$ cat src/logic/usb_rx_pkg.sv
package usb_rx_pkg;

  typedef logic [7:0]  usb_byte_t;
  typedef logic [3:0]  usb_pid_t;
  typedef logic [6:0]  usb_addr_t;
  typedef logic [3:0]  usb_endp_t;
  typedef logic [15:0] crc16_t;
  typedef logic [4:0]  crc5_t;
  typedef logic [1:0]  line_state_t;

  localparam line_state_t LS_SE0 = 2'b00;

  // Good-packet residual, register held LSB first (0x800D in spec bit order)
  localparam crc16_t CRC16_RESIDUAL = 16'hB001;

  // PID codes as carried in the low nibble of the PID byte
  localparam usb_pid_t PID_OUT   = 4'b0001;
  localparam usb_pid_t PID_IN    = 4'b1001;
  localparam usb_pid_t PID_SOF   = 4'b0101;
  localparam usb_pid_t PID_SETUP = 4'b1101;
  localparam usb_pid_t PID_PING  = 4'b0100;
  localparam usb_pid_t PID_NAK   = 4'b1010;

  // PID[1:0] type field
  localparam logic [1:0] PID_TYPE_SPECIAL = 2'b00;
  localparam logic [1:0] PID_TYPE_TOKEN   = 2'b01;
  localparam logic [1:0] PID_TYPE_HSK     = 2'b10;
  localparam logic [1:0] PID_TYPE_DATA    = 2'b11;

  // RX_CMD[5:4] value while a packet is being received
  localparam logic [1:0] RX_ACTIVE = 2'b01;

  typedef enum logic [2:0] {
    KIND_NONE,
    KIND_TOKEN,
    KIND_SOF,
    KIND_PING,
    KIND_HANDSHAKE,
    KIND_DATA
  } pkt_kind_e;

  typedef enum logic [1:0] {
    FR_IDLE,
    FR_TURNAROUND,
    FR_ACTIVE
  } framer_state_e;

  typedef struct packed {
    logic      dir;
    logic      nxt;
    usb_byte_t data;
  } ulpi_rx_t;

  typedef struct packed {
    logic      active;
    pkt_kind_e kind;
    usb_pid_t  pid;
    logic      byte_stb;
    usb_byte_t rx_byte;
    logic      rx_end;
  } rx_frame_t;

  typedef struct packed {
    usb_addr_t addr;
    usb_endp_t endp;
    logic      crc5_ok;
  } token_t;

  typedef struct packed {
    logic      valid;
    logic      keep;
    logic      last;
    usb_pid_t  pid;
    usb_byte_t data;
  } stream_t;

  typedef struct packed {
    logic tok_recv;
    logic tok_ping;
    logic sof_recv;
    logic hsk_recv;
    logic data_recv;
    logic crc_valid;
    logic crc_error;
    logic eop;
  } rx_status_t;

  // CRC5 over the 11-bit token field, sent LSB first, result ready to compare
  function automatic crc5_t crc5_calc(input logic [10:0] field);
    crc5_t crc;
    crc = '1;
    for (int i = 0; i < 11; i++) begin
      if (crc[0] ^ field[i]) begin
        crc = (crc >> 1) ^ 5'h14;
      end else begin
        crc = crc >> 1;
      end
    end
    return ~crc;
  endfunction

  // One byte step of CRC16, polynomial 0x8005 reflected
  function automatic crc16_t crc16_next(input crc16_t crc, input usb_byte_t data);
    crc16_t acc;
    acc = crc;
    for (int i = 0; i < 8; i++) begin
      if (acc[0] ^ data[i]) begin
        acc = (acc >> 1) ^ 16'hA001;
      end else begin
        acc = acc >> 1;
      end
    end
    return acc;
  endfunction

endpackage

$ cat src/logic/ulpi_rx_framer.sv
`timescale 1ns/1ps
module ulpi_rx_framer (
  input  logic                  clock,
  input  logic                  reset,
  input  usb_rx_pkg::ulpi_rx_t  ulpi_i,
  output usb_rx_pkg::rx_frame_t frame_o,
  output logic                  idle_o
);

  import usb_rx_pkg::*;

  framer_state_e state_q;
  logic          dir_q;
  logic          xfer;
  logic          pid_ok;
  logic          end_cond;
  usb_pid_t      rx_pid;
  pkt_kind_e     rx_kind;
  pkt_kind_e     kind_q;
  usb_pid_t      pid_q;
  logic          byte_stb_q;
  usb_byte_t     byte_q;
  logic          rx_end_q;

  // A byte moves only when dir has been high for a full cycle and nxt is set
  assign xfer   = ulpi_i.dir && dir_q && ulpi_i.nxt;
  assign rx_pid = ulpi_i.data[3:0];
  assign pid_ok = xfer && (ulpi_i.data[7:4] == ~rx_pid);

  // Dir falling, or an RX_CMD that no longer reports RxActive
  assign end_cond = !ulpi_i.dir ||
                    (dir_q && !ulpi_i.nxt && ulpi_i.data[5:4] != RX_ACTIVE);

  always_comb begin
    case (rx_pid[1:0])
      PID_TYPE_TOKEN:   rx_kind = (rx_pid == PID_SOF) ? KIND_SOF : KIND_TOKEN;
      PID_TYPE_HSK:     rx_kind = KIND_HANDSHAKE;
      PID_TYPE_DATA:    rx_kind = KIND_DATA;
      PID_TYPE_SPECIAL: rx_kind = (rx_pid == PID_PING) ? KIND_PING : KIND_NONE;
    endcase
  end

  always_ff @(posedge clock) begin
    if (reset) begin
      state_q    <= FR_IDLE;
      dir_q      <= 1'b0;
      kind_q     <= KIND_NONE;
      byte_stb_q <= 1'b0;
      rx_end_q   <= 1'b0;
    end else begin
      dir_q      <= ulpi_i.dir;
      byte_stb_q <= 1'b0;
      rx_end_q   <= 1'b0;
      case (state_q)
        FR_IDLE: begin
          if (ulpi_i.dir) begin
            state_q <= FR_TURNAROUND;
          end
        end
        FR_TURNAROUND: begin
          // Bytes with a broken PID check are dropped here
          if (!ulpi_i.dir) begin
            state_q <= FR_IDLE;
          end else if (pid_ok) begin
            state_q <= FR_ACTIVE;
            kind_q  <= rx_kind;
          end
        end
        FR_ACTIVE: begin
          // Stay active through the rx_end cycle
          if (rx_end_q) begin
            state_q <= FR_IDLE;
            kind_q  <= KIND_NONE;
          end else if (end_cond) begin
            rx_end_q <= 1'b1;
          end else if (xfer) begin
            byte_stb_q <= 1'b1;
          end
        end
        default: state_q <= FR_IDLE;
      endcase
    end
  end

  always_ff @(posedge clock) begin
    if (state_q == FR_TURNAROUND && pid_ok) begin
      pid_q <= rx_pid;
    end
    if (xfer) begin
      byte_q <= ulpi_i.data;
    end
  end

  assign frame_o = '{
    active:   (state_q == FR_ACTIVE),
    kind:     kind_q,
    pid:      pid_q,
    byte_stb: byte_stb_q,
    rx_byte:  byte_q,
    rx_end:   rx_end_q
  };

  assign idle_o = (state_q != FR_ACTIVE);

  // End of packet is reported inside the packet, then the framer lets go
  assert property (@(posedge clock) disable iff (reset)
    frame_o.rx_end |-> frame_o.active ##1 !frame_o.active);

endmodule

$ cat src/logic/usb_token_parser.sv
`timescale 1ns/1ps
module usb_token_parser (
  input  logic                  clock,
  input  logic                  reset,
  input  usb_rx_pkg::rx_frame_t frame_i,
  output usb_rx_pkg::token_t    token_o
);

  import usb_rx_pkg::*;

  logic [1:0]  cnt_q;
  usb_byte_t   lo_q;
  usb_byte_t   hi_q;
  usb_addr_t   addr_q;
  usb_endp_t   endp_q;
  logic        tok_pkt;
  logic        tok_stb;
  logic [10:0] field;
  crc5_t       rx_crc5;

  // SOF is counted and checked too, only its frame number is not latched
  assign tok_pkt = frame_i.active &&
                   (frame_i.kind inside {KIND_TOKEN, KIND_SOF, KIND_PING});
  assign tok_stb = tok_pkt && frame_i.byte_stb;

  // Token field is {endp, addr}, the CRC sits in the top of the last byte
  assign field   = {hi_q[2:0], lo_q};
  assign rx_crc5 = hi_q[7:3];

  always_ff @(posedge clock) begin
    if (reset || !frame_i.active) begin
      cnt_q <= 2'd0;
    end else if (tok_stb && cnt_q != 2'd3) begin
      cnt_q <= cnt_q + 2'd1;
    end
  end

  always_ff @(posedge clock) begin
    if (tok_stb && cnt_q == 2'd0) begin
      lo_q <= frame_i.rx_byte;
    end
    if (tok_stb && cnt_q == 2'd1) begin
      hi_q <= frame_i.rx_byte;
    end
  end

  always_ff @(posedge clock) begin
    if (reset) begin
      addr_q <= '0;
      endp_q <= '0;
    end else if (tok_stb && frame_i.kind != KIND_SOF) begin
      if (cnt_q == 2'd0) begin
        {endp_q[0], addr_q} <= frame_i.rx_byte;
      end else if (cnt_q == 2'd1) begin
        endp_q[3:1] <= frame_i.rx_byte[2:0];
      end
    end
  end

  assign token_o = '{
    addr:    addr_q,
    endp:    endp_q,
    crc5_ok: (cnt_q == 2'd2) && (crc5_calc(field) == rx_crc5)
  };

  // Tokens are PID plus two bytes, nothing more
  assert property (@(posedge clock) disable iff (reset) tok_stb |-> cnt_q < 2'd2);

endmodule

$ cat src/logic/usb_data_pipeline.sv
`timescale 1ns/1ps
module usb_data_pipeline (
  input  logic                  clock,
  input  logic                  reset,
  input  usb_rx_pkg::rx_frame_t frame_i,
  output usb_rx_pkg::stream_t   stream_o,
  output logic                  crc16_ok_o
);

  import usb_rx_pkg::*;

  logic      data_pkt;
  logic      data_stb;
  crc16_t    crc_q;
  logic      s1_vld_q;
  logic      s2_vld_q;
  usb_byte_t s1_dat_q;
  usb_byte_t s2_dat_q;
  logic      valid_q;
  logic      keep_q;
  logic      last_q;
  usb_pid_t  pid_q;
  usb_byte_t dat_q;

  assign data_pkt = frame_i.active && frame_i.kind == KIND_DATA;
  assign data_stb = data_pkt && frame_i.byte_stb;

  // Restarts between packets, CRC bytes are folded in as well
  always_ff @(posedge clock) begin
    if (reset || !frame_i.active) begin
      crc_q <= '1;
    end else if (data_stb) begin
      crc_q <= crc16_next(crc_q, frame_i.rx_byte);
    end
  end

  assign crc16_ok_o = (crc_q == CRC16_RESIDUAL);

  // Two bytes stay behind, at packet end they are the CRC and get dropped
  always_ff @(posedge clock) begin
    if (reset || !data_pkt || frame_i.rx_end) begin
      s1_vld_q <= 1'b0;
      s2_vld_q <= 1'b0;
    end else if (data_stb) begin
      s1_vld_q <= 1'b1;
      s2_vld_q <= s1_vld_q;
    end
  end

  always_ff @(posedge clock) begin
    if (data_stb) begin
      s1_dat_q <= frame_i.rx_byte;
      s2_dat_q <= s1_dat_q;
      dat_q    <= s2_dat_q;
    end
  end

  always_ff @(posedge clock) begin
    if (reset) begin
      valid_q <= 1'b0;
      keep_q  <= 1'b0;
      last_q  <= 1'b0;
      pid_q   <= PID_NAK;
    end else begin
      valid_q <= data_pkt;
      keep_q  <= data_stb && s2_vld_q;
      last_q  <= data_pkt && frame_i.rx_end;
      if (data_pkt) begin
        pid_q <= frame_i.pid;
      end
    end
  end

  assign stream_o = '{valid: valid_q, keep: keep_q, last: last_q, pid: pid_q, data: dat_q};

  // Payload only travels inside a packet and never on the closing beat
  assert property (@(posedge clock) disable iff (reset)
    stream_o.keep |-> stream_o.valid && !stream_o.last);

endmodule

$ cat src/logic/usb_rx_status.sv
`timescale 1ns/1ps
module usb_rx_status (
  input  logic                    clock,
  input  logic                    reset,
  input  usb_rx_pkg::rx_frame_t   frame_i,
  input  usb_rx_pkg::token_t      token_i,
  input  logic                    crc16_ok_i,
  input  usb_rx_pkg::line_state_t line_state_i,
  output usb_rx_pkg::rx_status_t  status_o
);

  import usb_rx_pkg::*;

  rx_status_t status_q;
  logic       crc_chk;
  logic       crc_ok;
  logic       data_pkt;
  logic       eop_pend_q;
  logic       eop_hit;

  // Pick the check that applies to this kind of packet
  always_comb begin
    case (frame_i.kind)
      KIND_TOKEN, KIND_SOF, KIND_PING: begin
        crc_chk = 1'b1;
        crc_ok  = token_i.crc5_ok;
      end
      KIND_DATA: begin
        crc_chk = 1'b1;
        crc_ok  = crc16_ok_i;
      end
      default: begin
        crc_chk = 1'b0;
        crc_ok  = 1'b0;
      end
    endcase
  end

  // Data EOP fires on SE0 on the line or at rx_end, once per packet
  assign data_pkt = frame_i.active && frame_i.kind == KIND_DATA;
  assign eop_hit  = data_pkt && eop_pend_q &&
                    (frame_i.rx_end || line_state_i == LS_SE0);

  always_ff @(posedge clock) begin
    if (reset || !frame_i.active) begin
      eop_pend_q <= 1'b1;
    end else if (eop_hit) begin
      eop_pend_q <= 1'b0;
    end
  end

  always_ff @(posedge clock) begin
    if (reset) begin
      status_q <= '0;
    end else begin
      status_q <= '0;
      if (frame_i.rx_end) begin
        status_q.tok_recv  <= frame_i.kind == KIND_TOKEN && crc_ok;
        status_q.tok_ping  <= frame_i.kind == KIND_PING && crc_ok;
        status_q.sof_recv  <= frame_i.kind == KIND_SOF && crc_ok;
        status_q.hsk_recv  <= frame_i.kind == KIND_HANDSHAKE;
        status_q.data_recv <= frame_i.kind == KIND_DATA && crc_ok;
        status_q.crc_valid <= crc_chk && crc_ok;
        status_q.crc_error <= crc_chk && !crc_ok;
      end
      status_q.eop <= eop_hit;
    end
  end

  assign status_o = status_q;

  // A failed check never comes with a pass or a receive strobe
  assert property (@(posedge clock) disable iff (reset)
    status_o.crc_error |-> !status_o.crc_valid && !status_o.tok_recv &&
                           !status_o.data_recv && !status_o.sof_recv);

endmodule

$ cat src/logic/ulpi_rx_top.sv
`timescale 1ns/1ps
module ulpi_rx_top (
  input  logic                    clock,
  input  logic                    reset,
  input  usb_rx_pkg::ulpi_rx_t    ulpi_i,
  input  usb_rx_pkg::line_state_t line_state_i,
  output logic                    idle_o,
  output usb_rx_pkg::token_t      token_o,
  output usb_rx_pkg::stream_t     stream_o,
  output usb_rx_pkg::rx_status_t  status_o
);

  import usb_rx_pkg::*;

  rx_frame_t frame;
  token_t    token;
  logic      crc16_ok;

  // Decode the ULPI receive cycle into a framed byte stream
  ulpi_rx_framer i_framer (
    .clock   (clock),
    .reset   (reset),
    .ulpi_i  (ulpi_i),
    .frame_o (frame),
    .idle_o  (idle_o)
  );

  usb_token_parser i_token (
    .clock   (clock),
    .reset   (reset),
    .frame_i (frame),
    .token_o (token)
  );

  usb_data_pipeline i_data (
    .clock      (clock),
    .reset      (reset),
    .frame_i    (frame),
    .stream_o   (stream_o),
    .crc16_ok_o (crc16_ok)
  );

  // Strobes land two cycles after the end of packet on the bus
  usb_rx_status i_status (
    .clock        (clock),
    .reset        (reset),
    .frame_i      (frame),
    .token_i      (token),
    .crc16_ok_i   (crc16_ok),
    .line_state_i (line_state_i),
    .status_o     (status_o)
  );

  assign token_o = token;

endmodule

$ cat config.mk
export PLATFORM = sky130hd
export DESIGN_NAME = ulpi_rx_top
export DESIGN_NICKNAME = d
export VERILOG_FILES = /design/src/logic/usb_rx_pkg.sv /design/src/logic/ulpi_rx_framer.sv /design/src/logic/usb_token_parser.sv /design/src/logic/usb_data_pipeline.sv /design/src/logic/usb_rx_status.sv /design/src/logic/ulpi_rx_top.sv
export SDC_FILE = /design/constraint.sdc
export NUM_CORES = 1
export LEC_CHECK = 0
export ABC_AREA = 1
export BUFFER_PORTS_ARGS = -buffer_cell sky130_fd_sc_hd__buf_2
export CORE_ASPECT_RATIO = 0.5
export CORE_MARGIN = 5
export CORE_UTILIZATION = 30
export CTS_BUF_LIST = sky130_fd_sc_hd__clkbuf_8
export DETAILED_ROUTE_END_ITERATION = 12
export SLEW_MARGIN = 20
export SYNTH_ARGS = -nofsm -noshare
export SYNTH_HDL_FRONTEND = slang
export SYNTH_SLANG_ARGS = --single-unit
$ cat constraint.sdc
create_clock -name clock -period 3 [get_ports clock]
set_input_delay 0.6 -clock clock [delete_from_list [all_inputs] [get_ports clock]]
set_output_delay 0.6 -clock clock [all_outputs]
set_load 0.005 [all_outputs]
==> summary by stage, run 1 <==
Final layout
The area growth from synthesis to layout is 14.5%. The number of filler instances in the final layout is 1457. The net count of the finished layout is 542. The total inserted antenna cells is 0. The post-route netlist has 15.3% of its cells at a drive strength greater than 1.

The number of non-filler instances in the completed layout is 727.

Route
Across all layers, the routed design uses 3167 vias. For this block, the initial DRC count from the detailed router was 256. The pre-antenna-repair detailed-routing pass consisted of 4 iterations. The final antenna-violating net count is 0. The ratio of routed vias to standard cells is 4.36. The per-cell routed wire length is 12.3 microns.

After detailed routing, the total wire length is 8.98 mm. After detailed routing, the number of remaining DRC violations is 0.

Timing
Measured against its own limit, the worst slew margin works out to 57.0%. The total count of max-transition violations in the final report came to 0. The clock skew after layout is 0.0136 ns. The shortest clock period the worst path allows after layout is 2.62 ns. The setup total negative slack is 0 ns.

Setup repair after global routing left no endpoint under its margin. The final count of hold timing violations is 0. The final worst-path setup slack is 0.385 ns. The maximum clock rate is 0.382 GHz.

The worst hold slack is 0.427 ns. In the finished design, the share of the clock period the worst path needs comes to 87.2%. The worst-margin pin slew is 0.643 ns. Setup violations remaining at the end of the flow were counted as 0.

Place
The estimated wirelength of the detail-placed design is 6.44 mm. The worst slack after detailed placement is 0.745 ns. Counting tap cells, the placed design contains a total of 711 instances.

Routability-driven placement finished with a final weighted congestion of 0.780. The number of port buffers is 49.

Yosys
Sorting the synthesized cells by area gives the leading types as sky130_fd_sc_hd__edfxtp_1, sky130_fd_sc_hd__dfxtp_1, sky130_fd_sc_hd__nand2_1, sky130_fd_sc_hd__inv_1, sky130_fd_sc_hd__nor2_1. Among all flip-flop cells after synthesis, the most frequent one is sky130_fd_sc_hd__dfxtp_1. The register area share after synthesis is 60.8%. The area fraction of the dominant cell type after synthesis is 35.6%. After synthesis, the share of flip-flops with an asynchronous set or reset is 0%. The per-instance average area after synthesis is 9.30 sq um. Synthesis inferred 107 register bits.

For this run, the number of Yosys warnings is 0. The synthesized design contains 52 enable-type register cells. The number of nets in the synthesized netlist is 489.

Synthesis handed over a netlist of 471 instances. The number of unique standard cell types used by synthesis is 31. sky130_fd_sc_hd__nand2_1 is the most common cell in the netlist.

The cell area after technology mapping is 4380 sq um. Counting instances in the post-synthesis netlist gives the leading cell types as sky130_fd_sc_hd__nand2_1, sky130_fd_sc_hd__inv_1, sky130_fd_sc_hd__nor2_1. The synthesized design spends more area on one cell type than any other, namely sky130_fd_sc_hd__edfxtp_1.

Setup path
STA classifies the critical path endpoint as an output port. Data arrives at the worst endpoint at 2.02 ns. STA puts the critical path data required time at 2.40 ns. The critical path class is reg -> out. Along the worst path, the maximum fanout reaches 5. STA classifies the critical path startpoint as a register.

Hold path
The worst hold path belongs to the class reg -> reg.

Pwr
The worst supply voltage drop on vdd is 0.206 mV. The power per cell area is 477 nW/um^2. The leakage power is 2.11 nW.

CTS
Clock-pin slew was measured on the worst setup and hold paths at 0.10 ns. The CTS tree is built. The number of buffers inserted by hold repair at cts is 0. The clock latency at the later pin of the worst-skew pair is 0.37 ns. The quantity of gates resized following cts is 0. The tree is rooted in a sky130_fd_sc_hd__clkbuf_8. Clock tree synthesis found a total of 107 sinks. The number of buffers added for setup after CTS is 0. In this run, CTS created clock tree buffers numbering 9.

The largest buffer count on any clock path is 2. The H-tree generated during clock tree synthesis spans 3 levels.

Die
The area of the placeable core is 14400 sq um. The die outline height is 95.4 microns. The count of pins on the block boundary is 50.

The number of placement rows is 31. Measured along the x axis, the die boundary spans 181 microns. The floorplan step defined a die boundary enclosing 17300 sq um. The effective utilization at floorplan is 30.4%.

Global route
Global routing finished with a remaining overflow of 0. The initial antenna violation count came to 0. The number of global-route vias before repair was 3002. Global routing consumed, over all layers together, 10.9% of the routing resources.

The maximum number of pins on one net before global-route repair is 41. The first global-routing pass estimated 14.9 mm of wire.

Outcome
The run finished with clean final reports.

Flow run
Max-cap violations in this run came to 0.
per-layer routing:
metal	share of wire, %	global-route usage, %
met2	46	17.9
met4	1.4	2.89
met3	3.9	2.93
met5	0	0
met1	48	14.4
report_power, final:
part	internal (W)	switching (W)	leakage [nW]	total, W
logic	0.0000202	0.0000410	1.11	0.0000612
clock network	0.000306	0.000491	0.0878	0.000797
registers	0.00153	0.00000760	0.912	0.00153
metrics by stage:
stage / power (W) / utilization, % / cell area [sq um]
finish: 0.00239 / 34.9 / 5020
global route: 0.00250 / 34.9 / 5020
CTS: 0.00242 / 34.9 / 5020
detailed placement: 0.00163 / 33.6 / 4840
global placement: 0.00163 / 33.6 / 4840
floorplan: 0.00160 / - / 4380
registers in the layout, summed over array words and instances (netlist names), 2 cells and up:
register,cells
i_data.crc_q,16
i_data.dat_q,8
i_data.s1_dat_q,8
i_data.s2_dat_q,8
i_framer.byte_q,8
i_status.status_o,8
i_token.hi_q,8
i_token.lo_q,8
i_token.addr_q,7
i_data.pid_q,4
i_framer.pid_q,4
i_token.endp_q,4
i_framer.kind_q,3
i_framer.state_q,2
i_token.cnt_q,2
final cells by class:
| cell class | count | area, sq um | area share [%] |
|---|---|---|---|
| Clock buffer | 9 | 124 | 2.47 |
| Tap cell | 198 | 248 | 4.94 |
| Sequential cell | 107 | 2660 | 53.1 |
| Multi-Input combinational cell | 291 | 1430 | 28.5 |
| Inverter | 64 | 240 | 4.79 |
| Clock inverter | 7 | 50.0 | 0.998 |
| Timing Repair Buffer | 51 | 260 | 5.19 |
kinds of logic after synthesis:
group,after synthesis,share of synthesized area (%)
fa+ha+maj,4,1.14
flops,107,60.8
compound gates,63,7.94
xor+xnor,15,3.00
simple gates,209,20.6
buf+inv,73,6.54
worst paths after layout:
| kind | start | slack (ns) | depth (start not counted) | end |
|---|---|---|---|---|
| setup / recovery | i_token.lo_q[1] | 0.38 | 12 | token_o[0] |
| setup reg to reg | i_framer.state_q[1] | 0.98 | 11 | i_token.addr_q[6] |
| hold / removal | i_data.s2_dat_q[1] | 0.43 | 0 | i_data.dat_q[1] |
| hold reg to reg | i_data.s2_dat_q[1] | 0.43 | 0 | i_data.dat_q[1] |
worst max-delay path, cell delays in order, from the launching register on:
cell and delay (ns):
sky130_fd_sc_hd__edfxtp_1 0.48, sky130_fd_sc_hd__inv_1 0.11, sky130_fd_sc_hd__nand2_1 0.05, sky130_fd_sc_hd__nand2_1 0.11, sky130_fd_sc_hd__nand3_2 0.11, sky130_fd_sc_hd__nand2_1 0.11, sky130_fd_sc_hd__nand2_1 0.07, sky130_fd_sc_hd__nand2_1 0.06
sky130_fd_sc_hd__nand2_1 0.05, sky130_fd_sc_hd__nand2_1 0.05, sky130_fd_sc_hd__nand2_1 0.06, sky130_fd_sc_hd__nor4_1 0.23, sky130_fd_sc_hd__buf_2 0.16
cell usage in the layout, fill, tap and decap left out, types with 6 or more instances in the layout:
| cell | instances |
|---|---|
| sky130_fd_sc_hd__nand3_1 | 25 |
| sky130_fd_sc_hd__nor3_1 | 9 |
| sky130_fd_sc_hd__nand2_1 | 92 |
| sky130_fd_sc_hd__edfxtp_1 | 52 |
| sky130_fd_sc_hd__xor2_1 | 12 |
| sky130_fd_sc_hd__inv_1 | 61 |
| sky130_fd_sc_hd__nor2_1 | 59 |
| sky130_fd_sc_hd__clkbuf_8 | 9 |
| sky130_fd_sc_hd__o21ai_0 | 28 |
| sky130_fd_sc_hd__nand2_2 | 6 |
| sky130_fd_sc_hd__dfxtp_1 | 55 |
| sky130_fd_sc_hd__buf_2 | 49 |
| sky130_fd_sc_hd__a21oi_1 | 20 |
No activity file was read; power rests on OpenSTA's default activity.
==> run 2: changes to the inputs <==
Settings changed: ABC_AREA 1 to default.
==> run 2 against run 1 <==
Count of clock-buffer cells in the layout unchanged. Register-to-register slack lost 0.25 ns. Worst hold slack improved by 0.0017 ns. Critical endpoint unchanged. Combinational power is 20% lower. Critical path depth fell by 5. Non-clock buffer count up 3. Routed wire length is 1.3% lower. Total power is 0.46% higher. Clock power rose by 3.5%. Clock skew is 0.0026 ns lower. First-iteration DRC count fell by 29%. Global-route usage about the same. Highest routed layer unchanged.
==> summary by stage, run 2 <==
Global route
The routing usage on met3 was 2.64% (-0.29 points). The global-route wire length before repair was 14.3 mm (-4.1%). The global routing met2 resource utilization is 17.1% (-0.86 points).

The initial antenna violation count is 0 (unchanged). The global route total overflow is 0 (unchanged). The overall global routing resource usage came to 10.9% (+0.014 points). met2 is the most crowded layer. The number of global-route vias before repair was 2680 (-11%). The met1 routing resource usage after global routing is 14.8% (+0.41 points). The maximum number of pins on one net before global-route repair came to 28 (-32%).

Place
The cell count after placement is 587 (-17%). The number of port buffers was 49 (unchanged). The estimated wirelength of the detail-placed design is 6.41 mm (-0.51%).

The final estimated routing congestion in global placement is 0.779 (-0.13%).

Route
The ratio of routed vias to standard cells is 4.54 (+4.1%). The number of DRC markers in iteration 0 is 182 (-29%). The total iterations of the first detailed-routing run came to 5 (+1).

The final antenna-violating net count is 0 (unchanged). The per-cell routed wire length is 14.7 microns (+19%). The final routed wirelength across all metal layers came to 8.86 mm (-1.3%). The total vias in the final route is 2735 (-14%). The remaining design rule violation count is 0 (unchanged).

Pwr
The worst supply voltage drop on vdd is 0.250 mV (+22%). The power per cell area was 488 nW/um^2 (+2.3%). The final total power is 0.00240 W (+0.46%). The share of total power in combinational logic came to 2.0% (-0.6 points). The clock group share of total power was 34.3% (+1.0 points). The fraction of power spent switching nets is 22.5% (about the same). The leakage power is 1.84 nW (-13%).

The share of total power in sequential cells was 63.6% (-0.5 points). The internal cell power is 0.00186 W (+0.47%). The total net switching power is 0.000542 W (+0.42%).

Die
The count of pins on the block boundary was 50 (unchanged). The floorplan die area was 16900 sq um (-2.2%). The number of placement rows is 30 (-3.2%).

The die outline height is 94.4 microns (-1.1%). The area of the placeable core is 13700 sq um (-4.5%). The effective utilization at floorplan came to 31.1% (+0.70 points). The horizontal die dimension is 179 microns (-1.1%).

Final layout
The register with the most flip-flops in the final layout is i_data.crc_q. The number of non-filler instances in the completed layout is 603 (-17%). The share of final-layout standard cells stronger than drive strength 1 was 19.2% (+3.9 points).

Leaving out fill and tap cells, the most frequent cell in the layout is sky130_fd_sc_hd__dfxtp_1. The final core utilization is 35.9% (+1.0 points). The final net count is 424 (-22%). The number of flip-flops in the largest register came to 16 (unchanged). The area added between synthesis and finish is 15.2%. The total inserted antenna cells is 0 (unchanged). In the layout the commonest cells are sky130_fd_sc_hd__dfxtp_1, sky130_fd_sc_hd__edfxtp_1, sky130_fd_sc_hd__buf_2.

Yosys
The per-instance average area after synthesis is 12.0 sq um (+29%). The dominant cell type by area after synthesis is sky130_fd_sc_hd__edfxtp_1. The register area share after synthesis came to 62.2% (+1.5 points). The fraction of synthesis flops using an asynchronous set or reset pin is 0% (unchanged). The synthesized flop and latch total is 107 (unchanged). The area fraction of the dominant cell type after synthesis is 36.5% (+0.85 points).

Counting instances in the post-synthesis netlist gives the leading cell types as sky130_fd_sc_hd__dfxtp_1, sky130_fd_sc_hd__edfxtp_1, sky130_fd_sc_hd__nand2_1. The cell area after technology mapping is 4280 sq um (-2.3%). Ranked by total cell area, the synthesized netlist is headed by sky130_fd_sc_hd__edfxtp_1, sky130_fd_sc_hd__dfxtp_1, sky130_fd_sc_hd__xnor2_1, sky130_fd_sc_hd__nand2_1, sky130_fd_sc_hd__a21oi_1. The number of enable-type register cells in the synthesized netlist is 52 (unchanged). The number of nets in the synthesized netlist was 374 (-24%). The synthesis warning total is 0 (unchanged).

The leading register cell type out of synthesis is sky130_fd_sc_hd__dfxtp_1. The number of unique standard cell types used by synthesis is 45 (+45%). The instance count of the mapped netlist came to 356 (-24%). The most repeated cell in the gate-level netlist after synthesis is sky130_fd_sc_hd__dfxtp_1.

CTS
The CTS tree is built. The post-CTS clock slew at the launch and capture registers of the worst setup and hold paths came to 0.10 ns (about the same). The number of buffers inserted by hold repair at cts is 0 (unchanged). The H-tree level count is 3 (unchanged). The quantity of gates resized following cts was 0 (unchanged). The total clock buffers created by CTS is 9 (unchanged). The clock latency at the later pin of the worst-skew pair is 0.36 ns (about the same). The largest buffer count on any clock path is 2 (unchanged). The number of buffers added for setup after CTS is 0 (unchanged).

The clock sink total is 107 (unchanged). In this run the clock root is driven by a sky130_fd_sc_hd__clkbuf_8.

Timing
Setup repair after global routing left no endpoint under its margin. The max-slew headroom at the worst pin is 58.1% (+1.1 points). The maximum clock rate was 0.362 GHz (-5.3%). The shortest clock period the worst path allows after layout is 2.76 ns (+0.148 ns). The total of endpoints with negative setup slack in the final report was 0 (unchanged). The final critical-path share of the clock period came to 92.1% (+4.9 points). The worst-margin pin slew came to 0.626 ns (-0.0166 ns). The final count of hold timing violations is 0 (unchanged). The clock skew after layout was 0.0110 ns (-0.00263 ns). The setup total negative slack came to 0 ns (unchanged). The total count of max-transition violations in the final report is 0 (unchanged).

Setup path
The endpoint type of the worst setup path is an output port. The top fanout value on the critical path is 4 (-1). The terminus of the critical flop-to-flop path is i_data.crc_q[0]. Among all stages on the critical path, the largest delay is contributed by sky130_fd_sc_hd__edfxtp_1. Walking the worst path, the cells encountered are xnor2_2 -> xor2_1 -> nand4_1 -> nand4_1 -> o211ai_2 -> inv_1 -> buf_2. The maximum single-stage delay on the critical path is 0.45 ns (-0.03 ns). The number of cells on the worst reg-to-reg path is 6 (-5).

The arrival time of the worst setup path is 2.16 ns (+0.14 ns). The dominant cell type by count on the critical path is sky130_fd_sc_hd__nand4_1. The origin of the critical flop-to-flop path is i_framer.byte_q[0]. The critical path is of the reg -> out type.

The kind of start point of the critical path is a register. The flop-to-flop setup slack is 0.73 ns (-0.25 ns). The required time of the critical path came to 2.40 ns (about the same).

Hold path
The hold-critical path depth is 0 (unchanged). The tightest min-delay check is of the reg -> reg type. The endpoint of the worst hold-timing path is i_data.s2_dat_q[2].

The startpoint of the lowest-slack hold path is i_data.s1_dat_q[2].

Flow run
The number of maximum-capacitance constraint violations was 0 (unchanged).

Outcome
The run finished with clean final reports.
-- run 2: worst max-delay path by stage --
stage	slack, ns	end	cells after the start	start
2_1_floorplan	0.81	token_o[0]	6	i_token.lo_q[0]
3_3_place_gp	0.65	token_o[0]	7	i_token.lo_q[0]
5_1_grt	0.08	token_o[0]	7	i_token.lo_q[0]
4_1_cts	0.21	token_o[0]	7	i_token.lo_q[4]
6_report	0.24	token_o[0]	7	i_token.lo_q[4]
3_5_place_dp	0.62	token_o[0]	7	i_token.lo_q[4]
-- run 2: cells by family after synthesis --
family | Yosys count | synth area share (%)
buffers and inverters | 21 | 2.16
DFF | 107 | 62.2
xor gates and xnor gates | 44 | 11.2
muxes | 6 | 1.40
AOI/OAI and AO/OA | 39 | 6.03
and+or+nand+nor | 135 | 15.8
adders and majority gates | 4 | 1.17
-- run 2: stage by stage --
step	instance area, sq um	hold slack (ns)	worst slack [ns]
after floorplan	4280	0.400	0.812
after global placement	4740	0.401	0.649
after detailed placement	4740	0.405	0.619
after CTS	4930	0.419	0.206
after global routing	4930	0.426	0.0799
final	4930	0.429	0.237
-- run 2: cell type report --
| class | instances | area, sq um |
|---|---|---|
| well taps | 192 | 240 |
| multi-input cells | 228 | 1520 |
| flip-flops and latches | 107 | 2660 |
| inverters | 6 | 22.5 |
| clock inverters | 7 | 60.1 |
| fillers | 1380 | 8810 |
| clock buffers | 9 | 124 |
| repair buffers | 54 | 295 |
-- run 2: per-layer routing --
metal | vias up | routed length, microns
li1 | 1355 | -
met1 | 1313 | 4250
met2 | 54 | 4060
met3 | 13 | 387
met4 | 0 | 163
met5 | - | 0
-- run 2: worst max-delay path: cells and delay by family (launching register included) --
kind                   cells  cell delay [ns]
flip-flops                 1             0.45
AND/OR/NAND/NOR            2             0.36
XOR/XNOR                   2             0.65
buffers and inverters      2             0.19
AO/OA/AOI/OAI              1             0.16
-- run 2: power by group through the flow --
stage | sequential [W] | clock [W] | combinational, W
3_3_place_gp | 0.00156 | 0 | 0.0000487
3_5_place_dp | 0.00156 | 0 | 0.0000487
4_1_cts | 0.00153 | 0.000847 | 0.0000493
5_1_grt | 0.00153 | 0.000909 | 0.0000543
2_1_floorplan | 0.00156 | 0 | 0.0000290
6_report | 0.00153 | 0.000825 | 0.0000491
==> run 3: changes to the inputs <==
Settings changed: BUFFER_PORTS_ARGS -buffer_cell sky130_fd_sc_hd__buf_2 to default, CTS_CLUSTER_SIZE from default to 40, DONT_BUFFER_PORTS from default to 1.
==> run 3 against run 2 <==
Die area unchanged. Final area decreased by 5.1%. Non-clock buffer count down 50. Worst hold slack got worse by 0.15 ns. Critical path depth shrank 1. Clock power grew 1%. Routed wire length down 1.7%. Total power shrank 0.45%. Core utilization shrank 1.8 points. Setup slack improved by 0.069 ns. Register-to-register slack better by 0.06 ns.
==> summary by stage, run 3 (synthesis gave the netlist of run 2 again) <==
Outcome
The run finished with clean final reports.

Die
The count of pins on the block boundary was 50 (unchanged). The effective utilization at floorplan is 31.1% (unchanged). The floorplan die area is 16900 sq um (unchanged).

The horizontal die dimension came to 179 microns (unchanged). The die outline height is 94.4 microns (unchanged). The area of the placeable core came to 13700 sq um (unchanged).

The number of placement rows came to 30 (unchanged).

CTS
The largest buffer count on any clock path is 2 (unchanged). The number of buffers added for setup after CTS is 0 (unchanged). The total clock buffers created by CTS came to 9 (unchanged). The clock sink total is 107 (unchanged). The quantity of gates resized following cts is 0 (unchanged).

The post-CTS clock slew at the launch and capture registers of the worst setup and hold paths is 0.10 ns (about the same). TritonCTS built the clock tree. The tree is rooted in a sky130_fd_sc_hd__clkbuf_8.

The clock latency at the later pin of the worst-skew pair was 0.38 ns (+0.02 ns). The number of buffers inserted by hold repair at cts is 0 (unchanged). The H-tree level count is 3 (unchanged).

Place
The number of port buffers came to 0 (-100%). The estimated wirelength of the detail-placed design came to 6.36 mm (-0.76%). The worst slack after detailed placement is 0.714 ns (+0.0949 ns). The final estimated routing congestion in global placement came to 0.766 (-1.6%).

Final layout
The final net count is 374 (-12%). The top cell types in the final layout, fill and taps aside, are sky130_fd_sc_hd__dfxtp_1, sky130_fd_sc_hd__edfxtp_1, sky130_fd_sc_hd__nand2_1. The share of final-layout standard cells stronger than drive strength 1 is 8.31% (-11 points). The most common library cell in the layout ignoring fill and taps is sky130_fd_sc_hd__dfxtp_1.

The total inserted antenna cells is 0 (unchanged). The number of flip-flops in the largest register is 16 (unchanged). The register bank with the most flops is i_data.crc_q. The area added between synthesis and finish is 9.30%.

Setup path
The signal on the critical path passes through xnor2_2 -> xnor2_1 -> nand4_1 -> nand4_1 -> o211ai_2 -> inv_1. The critical path class is reg -> out. The flop-to-flop setup slack came to 0.79 ns (+0.06 ns). The arrival time of the worst setup path is 2.09 ns (-0.07 ns). The worst setup path is launched from a register. The startpoint identified for the worst register-to-register timing path is i_framer.byte_q[0]. The maximum single-stage delay on the critical path is 0.45 ns (about the same). The dominant delay contributor by cell family on the critical path is XOR/XNOR gates. On the critical path, the stage with the largest delay is an instance of sky130_fd_sc_hd__edfxtp_1. The number of buffer and inverter instances along the worst setup path came to 1 (-1). The top fanout value on the critical path is 4 (unchanged). The terminus of the critical flop-to-flop path is i_data.crc_q[0].

The number of cells on the worst reg-to-reg path is 6 (unchanged). The dominant cell type by count on the critical path is sky130_fd_sc_hd__nand4_1. The required time of the critical path came to 2.40 ns (about the same). STA classifies the critical path endpoint as an output port.

Route
The final antenna-violating net count is 0 (unchanged). The remaining design rule violation count is 0 (unchanged). The final routed wirelength across all metal layers is 8.70 mm (-1.7%).

The total iterations of the first detailed-routing run came to 4 (-1). The total vias in the final route was 2521 (-7.8%). The ratio of routed vias to standard cells is 4.56 (+0.51%). The number of DRC markers in iteration 0 was 177 (-2.7%). The per-cell routed wire length came to 15.7 microns (+7.1%).

Global route
The number of global-route vias before repair is 2447 (-8.7%). The initial antenna violation count was 0 (unchanged). The global route total overflow was 0 (unchanged).

The maximum number of pins on one net before global-route repair came to 27 (-3.6%). The overall global routing resource usage is 10.9% (about the same). The global-route wire length before repair was 13.9 mm (-2.8%).

Flow run
The number of maximum-capacitance constraint violations is 0 (unchanged).

Timing
The max-slew headroom at the worst pin is 50.2% (-7.9 points). The final count of hold timing violations came to 0 (unchanged). The total of endpoints with negative setup slack in the final report was 0 (unchanged). The setup total negative slack came to 0 ns (unchanged).

The clock skew after layout is 0.00665 ns (-0.00432 ns). The total count of max-transition violations in the final report is 0 (unchanged). The worst-margin pin slew is 0.745 ns (+0.119 ns). Setup repair after global routing left no endpoint under its margin. The shortest clock period the worst path allows after layout is 2.69 ns (-0.0686 ns). The maximum clock rate is 0.371 GHz (+2.5%). The final worst-path setup slack was 0.306 ns (+0.0686 ns).

The final critical-path share of the clock period is 89.8% (-2.3 points).

Pwr
The fraction of power spent switching nets is 22.3% (-0.21 points). The internal cell power is 0.00186 W (-0.18%). The share of total power in combinational logic is 1.2% (-0.8 points). The power per cell area is 512 nW/um^2 (+4.9%). The share of total power in sequential cells was 63.9% (+0.3 points). The worst supply voltage drop on vdd is 0.211 mV (-16%). The clock group share of total power is 34.9% (+0.6 points).

The total net switching power was 0.000534 W (-1.4%). The leakage power was 1.61 nW (-13%).

Hold path
The min-delay analysis places its worst path in the category in -> reg. The worst hold path terminates at i_framer.state_q[1]. The worst hold path begins at reset. The hold-critical path depth is 1 (+1).
run 3: routing by layer:
metal / vias to the layer above / GRT usage, % / part of all wire [%]
met5: - / 0 / 0
met4: 0 / 4.79 / 2.3
met3: 15 / 3.64 / 7.1
met2: 66 / 16.4 / 45
met1: 1186 / 14.4 / 46
li1: 1254 / - / -
run 3: area by class of cell:
type                       count  area, sq um
fill                        1390         9060
multi-input combinational    228         1520
tap                          192          240
clock inverter                 7         61.3
clock buffer                   9          124
sequential                   107         2660
inverter                       6         22.5
timing repair buffer           4         42.5
run 3: through the flow:
step	total power [W]	instances	hold slack (ns)	utilization, %	area (sq um)
global route	0.00248	553	0.245	34.0	4680
CTS	0.00243	553	0.260	34.0	4680
global placement	0.00159	537	0.401	32.7	4490
floorplan	0.00159	356	0.400	-	4280
detailed placement	0.00159	537	0.405	32.7	4490
finish	0.00239	553	0.275	34.0	4680
run 3: worst reg2reg max path: cells and delay by family, from the launching register on:
kind,cells,cell delay (ns)
AOI/OAI and AO/OA,1,0.06
DFF,1,0.53
xor gates and xnor gates,5,1.51
run 3: worst max-delay path by stage:
stage | startpoint | to | slack [ns] | cells past startpoint
3_3_place_gp | i_token.lo_q[0] | token_o[0] | 0.73 | 6
3_5_place_dp | i_token.lo_q[4] | token_o[0] | 0.71 | 6
4_1_cts | i_token.lo_q[0] | token_o[0] | 0.28 | 6
6_report | i_token.lo_q[3] | token_o[0] | 0.31 | 6
5_1_grt | i_token.lo_q[4] | token_o[0] | 0.1 | 6
2_1_floorplan | i_token.lo_q[0] | token_o[0] | 0.81 | 6
run 3: power groups by stage:
stage          combinational, W  clock [W]  sequential [W]
5_1_grt               0.0000320   0.000922         0.00153
3_3_place_gp          0.0000288          0         0.00156
6_report              0.0000292   0.000835         0.00153
3_5_place_dp          0.0000294          0         0.00156
2_1_floorplan         0.0000290          0         0.00156
4_1_cts               0.0000295   0.000870         0.00153
